===== src/rv_core_pkg.sv =====
package rv_core_pkg;

  localparam int XLEN       = 32;
  localparam int REG_ADDR_W = 5;

  typedef logic [XLEN-1:0]       word_t;
  typedef logic [REG_ADDR_W-1:0] reg_addr_t;

  // instruction bits 6:2
  typedef enum logic [4:0] {
    OPC_LOAD     = 5'b00000,
    OPC_MISC_MEM = 5'b00011,
    OPC_OP_IMM   = 5'b00100,
    OPC_AUIPC    = 5'b00101,
    OPC_STORE    = 5'b01000,
    OPC_OP       = 5'b01100,
    OPC_LUI      = 5'b01101,
    OPC_BRANCH   = 5'b11000,
    OPC_JALR     = 5'b11001,
    OPC_JAL      = 5'b11011,
    OPC_SYSTEM   = 5'b11100
  } opcode_e;

  typedef enum logic [3:0] {
    ALU_ADD,
    ALU_SUB,
    ALU_SLL,
    ALU_SLT,
    ALU_SLTU,
    ALU_XOR,
    ALU_SRL,
    ALU_SRA,
    ALU_OR,
    ALU_AND
  } alu_op_e;

  typedef enum logic {
    BUS_READ,
    BUS_WRITE
  } bus_op_e;

endpackage


===== src/rv_alu.sv =====
module rv_alu (
  input  rv_core_pkg::alu_op_e i_op,
  input  rv_core_pkg::word_t   i_a,
  input  rv_core_pkg::word_t   i_b,
  output rv_core_pkg::word_t   o_result
);
  import rv_core_pkg::*;

  logic [4:0] shamt;

  assign shamt = i_b[4:0];

  always_comb begin
    case (i_op)
      ALU_ADD:  o_result = i_a + i_b;
      ALU_SUB:  o_result = i_a - i_b;
      ALU_SLL:  o_result = i_a << shamt;
      ALU_SLT:  o_result = {{(XLEN-1){1'b0}}, $signed(i_a) < $signed(i_b)};
      ALU_SLTU: o_result = {{(XLEN-1){1'b0}}, i_a < i_b};
      ALU_XOR:  o_result = i_a ^ i_b;
      ALU_SRL:  o_result = i_a >> shamt;
      // arithmetic shift keeps the sign
      ALU_SRA:  o_result = word_t'($signed(i_a) >>> shamt);
      ALU_OR:   o_result = i_a | i_b;
      ALU_AND:  o_result = i_a & i_b;
      default:  o_result = '0;
    endcase
  end

endmodule


===== src/rv_regfile.sv =====
module rv_regfile (
  input  logic                   clk,
  input  logic                   nrst,
  input  rv_core_pkg::reg_addr_t i_raddr1,
  input  rv_core_pkg::reg_addr_t i_raddr2,
  output rv_core_pkg::word_t     o_rdata1,
  output rv_core_pkg::word_t     o_rdata2,
  input  logic                   i_we,
  input  rv_core_pkg::reg_addr_t i_waddr,
  input  rv_core_pkg::word_t     i_wdata
);
  import rv_core_pkg::*;

  word_t regs [2**REG_ADDR_W];

  assign o_rdata1 = regs[i_raddr1];
  assign o_rdata2 = regs[i_raddr2];

  // x0 is cleared by reset and never written
  always_ff @(posedge clk) begin
    if (!nrst) begin
      for (int i = 0; i < 2**REG_ADDR_W; i++) begin
        regs[i] <= '0;
      end
    end else if (i_we && i_waddr != '0) begin
      regs[i_waddr] <= i_wdata;
    end
  end

endmodule


===== src/rv_decode.sv =====
module rv_decode (
  input  rv_core_pkg::word_t     i_insn,
  input  rv_core_pkg::word_t     i_pc,
  input  rv_core_pkg::word_t     i_rs1_data,
  input  rv_core_pkg::word_t     i_rs2_data,
  output rv_core_pkg::opcode_e   o_opcode,
  output rv_core_pkg::reg_addr_t o_rs1,
  output rv_core_pkg::reg_addr_t o_rs2,
  output rv_core_pkg::reg_addr_t o_rd,
  output logic                   o_rd_wb,
  output rv_core_pkg::word_t     o_imm,
  output rv_core_pkg::alu_op_e   o_alu_op,
  output rv_core_pkg::word_t     o_op_a,
  output rv_core_pkg::word_t     o_op_b,
  output logic                   o_br_inv
);
  import rv_core_pkg::*;

  logic [2:0] funct3;
  logic       alt;
  opcode_e    opc;

  assign funct3 = i_insn[14:12];
  assign alt    = i_insn[30];

  assign o_rs1    = i_insn[19:15];
  assign o_rs2    = i_insn[24:20];
  assign o_rd     = i_insn[11:7];
  assign o_opcode = opc;

  // BEQ, BGE and BGEU are taken on a zero compare
  assign o_br_inv = ~(funct3[2] ^ funct3[0]);

  always_comb begin
    case (i_insn[6:2])
      OPC_LOAD, OPC_STORE, OPC_BRANCH, OPC_JAL, OPC_JALR, OPC_OP_IMM, OPC_OP,
      OPC_LUI, OPC_AUIPC, OPC_SYSTEM, OPC_MISC_MEM: opc = opcode_e'(i_insn[6:2]);
      // unknown opcodes retire as a no-op
      default: opc = OPC_MISC_MEM;
    endcase
  end

  // immediates
  always_comb begin
    case (opc)
      OPC_STORE:
        o_imm = {{20{i_insn[31]}}, i_insn[31:25], i_insn[11:7]};
      OPC_BRANCH:
        o_imm = {{19{i_insn[31]}}, i_insn[31], i_insn[7], i_insn[30:25], i_insn[11:8], 1'b0};
      OPC_LUI, OPC_AUIPC:
        o_imm = {i_insn[31:12], 12'h000};
      OPC_JAL:
        o_imm = {{11{i_insn[31]}}, i_insn[31], i_insn[19:12], i_insn[20], i_insn[30:21], 1'b0};
      default:
        o_imm = {{20{i_insn[31]}}, i_insn[31:20]};
    endcase
  end

  always_comb begin
    o_alu_op = ALU_ADD;
    if (opc == OPC_OP || opc == OPC_OP_IMM) begin
      case (funct3)
        3'b000: o_alu_op = (opc == OPC_OP && alt) ? ALU_SUB : ALU_ADD;
        3'b001: o_alu_op = ALU_SLL;
        3'b010: o_alu_op = ALU_SLT;
        3'b011: o_alu_op = ALU_SLTU;
        3'b100: o_alu_op = ALU_XOR;
        3'b101: o_alu_op = alt ? ALU_SRA : ALU_SRL;
        3'b110: o_alu_op = ALU_OR;
        default: o_alu_op = ALU_AND;
      endcase
    end else if (opc == OPC_BRANCH) begin
      // eq/ne via xor, signed and unsigned compares
      case (funct3[2:1])
        2'b00: o_alu_op = ALU_XOR;
        2'b10: o_alu_op = ALU_SLT;
        default: o_alu_op = ALU_SLTU;
      endcase
    end
  end

  // operand select
  always_comb begin
    case (opc)
      OPC_LUI:            o_op_a = '0;
      OPC_AUIPC, OPC_JAL: o_op_a = i_pc;
      default:            o_op_a = i_rs1_data;
    endcase
    case (opc)
      OPC_OP, OPC_BRANCH: o_op_b = i_rs2_data;
      default:            o_op_b = o_imm;
    endcase
  end

  always_comb begin
    case (opc)
      OPC_LOAD, OPC_OP_IMM, OPC_OP, OPC_LUI, OPC_AUIPC, OPC_JAL, OPC_JALR:
        o_rd_wb = (o_rd != '0);
      default:
        o_rd_wb = 1'b0;
    endcase
  end

endmodule


===== src/rv_core_ctrl.sv =====
module rv_core_ctrl (
  input  logic                   clk,
  input  logic                   nrst,
  input  logic                   i_halt_req,
  input  logic                   i_resume_req,
  input  rv_core_pkg::word_t     i_resume_pc,
  output logic                   o_halt,
  output rv_core_pkg::word_t     o_insn,
  output rv_core_pkg::word_t     o_pc,
  input  rv_core_pkg::opcode_e   i_opcode,
  input  rv_core_pkg::reg_addr_t i_rd,
  input  logic                   i_rd_wb,
  input  rv_core_pkg::word_t     i_imm,
  input  logic                   i_br_inv,
  input  rv_core_pkg::word_t     i_rs1_data,
  input  rv_core_pkg::word_t     i_alu_result,
  input  rv_core_pkg::word_t     i_rs2_data,
  output logic                   o_rf_we,
  output rv_core_pkg::reg_addr_t o_rf_waddr,
  output rv_core_pkg::word_t     o_rf_wdata,
  output logic                   o_bus_req,
  output rv_core_pkg::bus_op_e   o_bus_op,
  output rv_core_pkg::word_t     o_bus_addr,
  output rv_core_pkg::word_t     o_bus_wdata,
  input  logic                   i_bus_done,
  input  rv_core_pkg::word_t     i_bus_rdata
);
  import rv_core_pkg::*;

  typedef enum logic [1:0] {
    ST_HALT,
    ST_FETCH,
    ST_EXEC,
    ST_MEM
  } state_e;

  state_e  state_q;
  word_t   pc_q;
  word_t   insn_q;
  logic    halt_pend_q;
  logic    bus_req_q;
  bus_op_e bus_op_q;
  word_t   bus_addr_q;
  word_t   bus_wdata_q;

  word_t   pc_plus4;
  word_t   jalr_sum;
  word_t   next_pc;
  logic    taken;
  logic    is_mem;
  logic    is_link;
  logic    halt_now;

  assign o_halt      = (state_q == ST_HALT);
  assign o_insn      = insn_q;
  assign o_pc        = pc_q;
  assign o_bus_req   = bus_req_q;
  assign o_bus_op    = bus_op_q;
  assign o_bus_addr  = bus_addr_q;
  assign o_bus_wdata = bus_wdata_q;

  assign pc_plus4 = pc_q + 32'd4;
  assign jalr_sum = i_rs1_data + i_imm;
  assign is_mem   = (i_opcode == OPC_LOAD) || (i_opcode == OPC_STORE);
  assign is_link  = (i_opcode == OPC_JAL) || (i_opcode == OPC_JALR);
  // halt seen now or since the fetch began
  assign halt_now = halt_pend_q | i_halt_req;

  // zero-test polarity comes from funct3
  assign taken = (i_opcode == OPC_BRANCH) && ((|i_alu_result) ^ i_br_inv);

  always_comb begin
    if (taken || (i_opcode == OPC_JAL)) begin
      next_pc = pc_q + i_imm;
    end else if (i_opcode == OPC_JALR) begin
      next_pc = {jalr_sum[XLEN-1:1], 1'b0};
    end else begin
      next_pc = pc_plus4;
    end
  end

  // writeback
  always_comb begin
    o_rf_we    = 1'b0;
    o_rf_waddr = i_rd;
    o_rf_wdata = i_alu_result;
    if (state_q == ST_EXEC && !is_mem) begin
      o_rf_we = i_rd_wb;
      if (is_link) begin
        o_rf_wdata = pc_plus4;
      end
    end else if (state_q == ST_MEM && i_bus_done) begin
      // stores never carry rd_wb
      o_rf_we    = i_rd_wb;
      o_rf_wdata = i_bus_rdata;
    end
  end

  always_ff @(posedge clk) begin
    if (!nrst) begin
      state_q     <= ST_HALT;
      bus_req_q   <= 1'b0;
      halt_pend_q <= 1'b0;
    end else begin
      bus_req_q   <= 1'b0;
      halt_pend_q <= halt_now;
      case (state_q)
        ST_HALT: begin
          if (i_resume_req) begin
            state_q     <= ST_FETCH;
            bus_req_q   <= 1'b1;
            halt_pend_q <= i_halt_req;
          end
        end
        ST_FETCH: begin
          if (i_bus_done) begin
            state_q <= ST_EXEC;
          end
        end
        ST_EXEC: begin
          if (is_mem) begin
            state_q   <= ST_MEM;
            bus_req_q <= 1'b1;
          end else if (halt_now) begin
            state_q <= ST_HALT;
          end else begin
            state_q     <= ST_FETCH;
            bus_req_q   <= 1'b1;
            halt_pend_q <= 1'b0;
          end
        end
        ST_MEM: begin
          if (i_bus_done) begin
            if (halt_now) begin
              state_q <= ST_HALT;
            end else begin
              state_q     <= ST_FETCH;
              bus_req_q   <= 1'b1;
              halt_pend_q <= 1'b0;
            end
          end
        end
        default: state_q <= ST_HALT;
      endcase
    end
  end

  // pc, instruction and request payload
  always_ff @(posedge clk) begin
    case (state_q)
      ST_HALT: begin
        if (i_resume_req) begin
          pc_q       <= i_resume_pc;
          bus_addr_q <= i_resume_pc;
          bus_op_q   <= BUS_READ;
        end
      end
      ST_FETCH: begin
        if (i_bus_done) begin
          insn_q <= i_bus_rdata;
        end
      end
      ST_EXEC: begin
        pc_q <= next_pc;
        if (is_mem) begin
          bus_addr_q  <= i_alu_result;
          bus_wdata_q <= i_rs2_data;
          if (i_opcode == OPC_STORE) begin
            bus_op_q <= BUS_WRITE;
          end else begin
            bus_op_q <= BUS_READ;
          end
        end else begin
          bus_addr_q <= next_pc;
          bus_op_q   <= BUS_READ;
        end
      end
      ST_MEM: begin
        if (i_bus_done) begin
          bus_addr_q <= pc_q;
          bus_op_q   <= BUS_READ;
        end
      end
      default: ;
    endcase
  end

endmodule


===== src/rv_axil_master.sv =====
module rv_axil_master (
  input  logic                 clk,
  input  logic                 nrst,
  input  logic                 i_req,
  input  rv_core_pkg::bus_op_e i_op,
  input  rv_core_pkg::word_t   i_addr,
  input  rv_core_pkg::word_t   i_wdata,
  output logic                 o_done,
  output rv_core_pkg::word_t   o_rdata,
  output rv_core_pkg::word_t   o_awaddr,
  output logic                 o_awvalid,
  input  logic                 i_awready,
  output rv_core_pkg::word_t   o_wdata,
  output logic                 o_wvalid,
  input  logic                 i_wready,
  input  logic                 i_bvalid,
  output logic                 o_bready,
  output rv_core_pkg::word_t   o_araddr,
  output logic                 o_arvalid,
  input  logic                 i_arready,
  input  rv_core_pkg::word_t   i_rdata,
  input  logic                 i_rvalid,
  output logic                 o_rready
);
  import rv_core_pkg::*;

  word_t addr_q;
  word_t wdata_q;
  word_t rdata_q;
  logic  aw_pend_q;
  logic  w_pend_q;
  logic  wr_busy_q;
  logic  ar_pend_q;
  logic  rd_busy_q;
  logic  done_q;

  assign o_awaddr  = addr_q;
  assign o_araddr  = addr_q;
  assign o_wdata   = wdata_q;
  assign o_awvalid = aw_pend_q;
  assign o_wvalid  = w_pend_q;
  assign o_arvalid = ar_pend_q;
  // response accepted only after address and data went out
  assign o_bready  = wr_busy_q & ~aw_pend_q & ~w_pend_q;
  assign o_rready  = rd_busy_q & ~ar_pend_q;
  assign o_done    = done_q;
  assign o_rdata   = rdata_q;

  always_ff @(posedge clk) begin
    if (i_req) begin
      addr_q  <= i_addr;
      wdata_q <= i_wdata;
    end
    if (i_rvalid && o_rready) begin
      rdata_q <= i_rdata;
    end
  end

  always_ff @(posedge clk) begin
    if (!nrst) begin
      aw_pend_q <= 1'b0;
      w_pend_q  <= 1'b0;
      wr_busy_q <= 1'b0;
      ar_pend_q <= 1'b0;
      rd_busy_q <= 1'b0;
      done_q    <= 1'b0;
    end else begin
      done_q <= 1'b0;
      if (i_req) begin
        if (i_op == BUS_WRITE) begin
          aw_pend_q <= 1'b1;
          w_pend_q  <= 1'b1;
          wr_busy_q <= 1'b1;
        end else begin
          ar_pend_q <= 1'b1;
          rd_busy_q <= 1'b1;
        end
      end
      // aw and w complete independently
      if (aw_pend_q && i_awready) begin
        aw_pend_q <= 1'b0;
      end
      if (w_pend_q && i_wready) begin
        w_pend_q <= 1'b0;
      end
      if (o_bready && i_bvalid) begin
        wr_busy_q <= 1'b0;
        done_q    <= 1'b1;
      end
      if (ar_pend_q && i_arready) begin
        ar_pend_q <= 1'b0;
      end
      if (o_rready && i_rvalid) begin
        rd_busy_q <= 1'b0;
        done_q    <= 1'b1;
      end
    end
  end

endmodule


===== src/rv_core_top.sv =====
module rv_core_top (
  input  logic               clk,
  input  logic               nrst,
  input  logic               i_halt_req,
  input  logic               i_resume_req,
  input  rv_core_pkg::word_t i_resume_pc,
  output logic               o_halt,
  output rv_core_pkg::word_t o_awaddr,
  output logic               o_awvalid,
  input  logic               i_awready,
  output rv_core_pkg::word_t o_wdata,
  output logic               o_wvalid,
  input  logic               i_wready,
  input  logic               i_bvalid,
  output logic               o_bready,
  output rv_core_pkg::word_t o_araddr,
  output logic               o_arvalid,
  input  logic               i_arready,
  input  rv_core_pkg::word_t i_rdata,
  input  logic               i_rvalid,
  output logic               o_rready
);
  import rv_core_pkg::*;

  word_t     insn;
  word_t     pc;
  opcode_e   opcode;
  reg_addr_t rs1;
  reg_addr_t rs2;
  reg_addr_t rd;
  logic      rd_wb;
  word_t     imm;
  alu_op_e   alu_op;
  word_t     op_a;
  word_t     op_b;
  logic      br_inv;
  word_t     rs1_data;
  word_t     rs2_data;
  word_t     alu_result;

  logic      rf_we;
  reg_addr_t rf_waddr;
  word_t     rf_wdata;

  logic      bus_req;
  bus_op_e   bus_op;
  word_t     bus_addr;
  word_t     bus_wdata;
  logic      bus_done;
  word_t     bus_rdata;

  rv_core_ctrl u_ctrl (
    .clk          (clk),
    .nrst         (nrst),
    .i_halt_req   (i_halt_req),
    .i_resume_req (i_resume_req),
    .i_resume_pc  (i_resume_pc),
    .o_halt       (o_halt),
    .o_insn       (insn),
    .o_pc         (pc),
    .i_opcode     (opcode),
    .i_rd         (rd),
    .i_rd_wb      (rd_wb),
    .i_imm        (imm),
    .i_br_inv     (br_inv),
    .i_rs1_data   (rs1_data),
    .i_alu_result (alu_result),
    .i_rs2_data   (rs2_data),
    .o_rf_we      (rf_we),
    .o_rf_waddr   (rf_waddr),
    .o_rf_wdata   (rf_wdata),
    .o_bus_req    (bus_req),
    .o_bus_op     (bus_op),
    .o_bus_addr   (bus_addr),
    .o_bus_wdata  (bus_wdata),
    .i_bus_done   (bus_done),
    .i_bus_rdata  (bus_rdata)
  );

  rv_decode u_decode (
    .i_insn     (insn),
    .i_pc       (pc),
    .i_rs1_data (rs1_data),
    .i_rs2_data (rs2_data),
    .o_opcode   (opcode),
    .o_rs1      (rs1),
    .o_rs2      (rs2),
    .o_rd       (rd),
    .o_rd_wb    (rd_wb),
    .o_imm      (imm),
    .o_alu_op   (alu_op),
    .o_op_a     (op_a),
    .o_op_b     (op_b),
    .o_br_inv   (br_inv)
  );

  rv_alu u_alu (
    .i_op     (alu_op),
    .i_a      (op_a),
    .i_b      (op_b),
    .o_result (alu_result)
  );

  rv_regfile u_regfile (
    .clk      (clk),
    .nrst     (nrst),
    .i_raddr1 (rs1),
    .i_raddr2 (rs2),
    .o_rdata1 (rs1_data),
    .o_rdata2 (rs2_data),
    .i_we     (rf_we),
    .i_waddr  (rf_waddr),
    .i_wdata  (rf_wdata)
  );

  rv_axil_master u_axil (
    .clk       (clk),
    .nrst      (nrst),
    .i_req     (bus_req),
    .i_op      (bus_op),
    .i_addr    (bus_addr),
    .i_wdata   (bus_wdata),
    .o_done    (bus_done),
    .o_rdata   (bus_rdata),
    .o_awaddr  (o_awaddr),
    .o_awvalid (o_awvalid),
    .i_awready (i_awready),
    .o_wdata   (o_wdata),
    .o_wvalid  (o_wvalid),
    .i_wready  (i_wready),
    .i_bvalid  (i_bvalid),
    .o_bready  (o_bready),
    .o_araddr  (o_araddr),
    .o_arvalid (o_arvalid),
    .i_arready (i_arready),
    .i_rdata   (i_rdata),
    .i_rvalid  (i_rvalid),
    .o_rready  (o_rready)
  );

endmodule


===== config.mk =====
export PLATFORM = sky130hd
export DESIGN_NAME = rv_core_top
export DESIGN_NICKNAME = d
export VERILOG_FILES = /design/src/rv_core_pkg.sv /design/src/rv_alu.sv /design/src/rv_regfile.sv /design/src/rv_decode.sv /design/src/rv_core_ctrl.sv /design/src/rv_axil_master.sv /design/src/rv_core_top.sv
export SDC_FILE = /design/constraint.sdc
export NUM_CORES = 2
export LEC_CHECK = 0
export BUFFER_PORTS_ARGS = -buffer_cell sky130_fd_sc_hd__buf_2
export CORE_ASPECT_RATIO = 1.5
export CORE_MARGIN = 5
export CORE_UTILIZATION = 58
export DETAILED_ROUTE_END_ITERATION = 16
export PLACE_DENSITY_LB_ADDON = 0.05
export SETUP_SLACK_MARGIN = 0.4
export SYNTH_ARGS = -nofsm -noshare
export SYNTH_HDL_FRONTEND = slang
export SYNTH_SLANG_ARGS = --single-unit

===== constraint.sdc =====
create_clock -name clk -period 8.6 [get_ports clk]
set_input_delay 0.86 -clock clk [delete_from_list [all_inputs] [get_ports clk]]
set_output_delay 0.86 -clock clk [all_outputs]
set_load 0.01 [all_outputs]

==> results.cfg <==
[floorplanning]
ios = 175
die_w_um = 305
die_h_um = 452
dieArea_um2 = 138000
initial_utilization_pct = 58.2
core_um2 = 130000
num_rows = 162

[timing]
rsz0062_at_grt = no
slew_viol_final = 2
fin_ws_ns = 0.505
period_needed_ns = 8.09
fin_crit_sh_pct = 94.1
finClkSkew_ns = 0.0320
tightest_slew_ns = 1.53
slew-limit-headroom_pct = -2.53
setup_tns_ns = 0
setup_viol = 0
max_freq_mhz = 124
holdWs_ns = 0.264
finalHoldViolations = 0

[logic_synthesis]
syn_inst = 6661
synth-seq-cells = 1267
yosys_warnings = 0
synth_top_area_share_pct = 49.6
ys_seq_area_share_pct = 50.2
synth_flop_cell = edfxtp_1
async_reset_ff_share_pct = 0
syn_area_um2 = 75500
synth_area_leader_cell = edfxtp_1
avgSynthCellArea_um2 = 11.3
synth-edff-count = 1247
synth_cell_types = 100
synth_area_leaders = edfxtp_1 50%, mux2i_1 9.8%, mux4_2 8.3%

[worst_setup_path]
critPathMaxStageDelay_ns = 0.54
end_kind = flip-flop
cpMaxStageDelayCell = or4_4
start_kind = flip-flop
crit_top_cell = or4_4
arrival_ns = 8.59
required_ns = 9.09
cp_max_fo = 9
crit_type = flip-flop to flip-flop

[global_routing]
grt_pass1_vias = 63100
grt_pass1_wl_um = 461000
overflow = 0
grt_max_degree = 111
grt_usage_pct = 47.0
antenna_found_initial = 28

[finish]
final_layout_size_suffix_gt1_share_pct = 21.8
layout.nets = 7283
layoutNonFillerInstCount = 8878
fin_util_pct = 66.8
fin_area_um2 = 86600
area_growth_pct = 14.8
n_fill_cell = 9914

[clock_network]
clk_pin_slew_ns = 0.07
clock_latency_ns = 0.78
ctsHoldBuffers = 0
cts_tree = built
cts_buffer_depth = 3
ctsHtreeMaxLevel = 3
cts_root_buf = clkbuf_16
clock_sinks = 1267
cts_made_buffers = 117

[placed_design]
io_buffers = 174
dp_cells = 8596
dp_hpwl_um = 230000
place_area_um2 = 81500
gp_congestion = 1.10
pre_cts_slack_ns = -0.166

[outcome]
outcome = finished with violations
violations = max-capacitance violations, max-slew violations

[drt]
avgViaCountPerCell = 7.19
drt_iter0_markers = 9078
first_pass_iters = 8
routed-via-count = 63900
ant_nets = 0
remaining_drc_errors = 0
wl_per_cell_um = 37.4
routed_wl_um = 332000

[power]
power.density_nw_per_um2 = 163
leakage_nw = 33.8
finalPower_mw = 14.1
ir_drop_uv = 209

[min_path]
hp-class = input port to flip-flop

[flow_run]
max_cap_violations = 2
[timing repair]
action                                  in CTS  in global routing
setup buffers                               18                 21
cloned                                       2                  3
gates resized for setup                     34                108
endpoints found under the setup margin      64                 64
pin swaps                                    4                 27
[path summary, 6_finish.rpt]
check                         startpoint                    end  slack [ns]  cells after the start
hold reg to reg   u_ctrl.o_bus_wdata[23]     u_axil.o_wdata[23]        0.42                      0
hold / removal               i_rdata[23]     u_axil.o_rdata[23]        0.26                      1
setup reg to reg               flip-flop  u_ctrl.o_bus_addr[11]        0.51                     30
setup / recovery               flip-flop  u_ctrl.o_bus_addr[11]        0.51                     30
[area by class of cell]
type	count	area [um^2]	share of cell area, %
Antenna cell	20	50.0	0.0578
Clock buffer	137	3070	3.54
Clock inverter	80	866	1.00
Inverter	142	533	0.615
Multi-Input combinational cell	4687	35500	41.0
Sequential cell	1267	37900	43.7
Tap cell	1722	2150	2.49
Timing Repair Buffer	823	6580	7.59
[layer usage]
layer	wire (um)	up-vias	GRT usage, %
met5	103	-	0.0347
met4	44200	16	47.2
met3	40500	1928	15.8
met2	150000	5287	73.1
met1	97400	30900	48.9
li1	-	25800	-
[sequential cells by signal (all words and copies together), names as in the netlist, 2 cells and up, named ones only]
| register | count |
|---|---|
| u_regfile.regs | 1024 |
| u_axil.o_araddr | 32 |
| u_axil.o_rdata | 32 |
| u_axil.o_wdata | 32 |
| u_ctrl.o_bus_addr | 32 |
| u_ctrl.o_bus_wdata | 32 |
| u_ctrl.o_pc | 32 |
| u_ctrl.o_insn | 30 |
| u_ctrl.state_q | 2 |
[synth_stat cells (61+ instances only)]
cell,number
edfxtp_1,1247
nor2_1,1245
mux2i_1,736
nand2_1,401
clkbuf_1,395
a21oi_1,344
a22oi_1,297
mux4_2,277
ha_1,168
o21ai_0,149
inv_1,136
buf_2,103
xnor2_1,67
nand3_1,61
nor3_1,61
[power breakdown]
group / total, mW / internal (mW) / switching (mW)
sequential: 7.15 / 6.99 / 0.164
combinational: 1.53 / 0.528 / 1.00
clock: 5.46 / 3.01 / 2.45
[cells in the final DEF (no fill, tap or decap), types with 66 or more instances in the layout]
| cell type | n |
|---|---|
| clkbuf_16 | 123 |
| xnor2_1 | 66 |
| mux4_2 | 277 |
| buf_2 | 174 |
| edfxtp_1 | 1247 |
| o21ai_0 | 136 |
| mux2i_1 | 731 |
| inv_1 | 135 |
| nand2_1 | 342 |
| nor2_1 | 1233 |
| a21oi_1 | 330 |
| a22oi_1 | 297 |
| ha_1 | 162 |
| buf_4 | 578 |
[logic make-up after synthesis]
group | after synthesis | share of synthesized area (%)
fa+ha+maj | 172 | 2.89
mux | 1050 | 18.6
flops | 1267 | 50.2
buf+inv | 738 | 4.24
simple gates | 2028 | 11.4
xor+xnor | 107 | 1.24
other cells | 1 | 0.00497
compound gates | 1298 | 11.5
[critical path: cells and delay by family, from the launching register on]
kind / cells / cell delay [ns]
AND/OR/NAND/NOR: 12 / 3.54
multiplexers: 5 / 1.87
buffers and inverters: 6 / 0.92
AO/OA/AOI/OAI: 6 / 0.80
flip-flops: 1 / 0.42
adder cells (fa/ha/maj): 1 / 0.23
No activity file was read; power rests on OpenSTA's default activity.
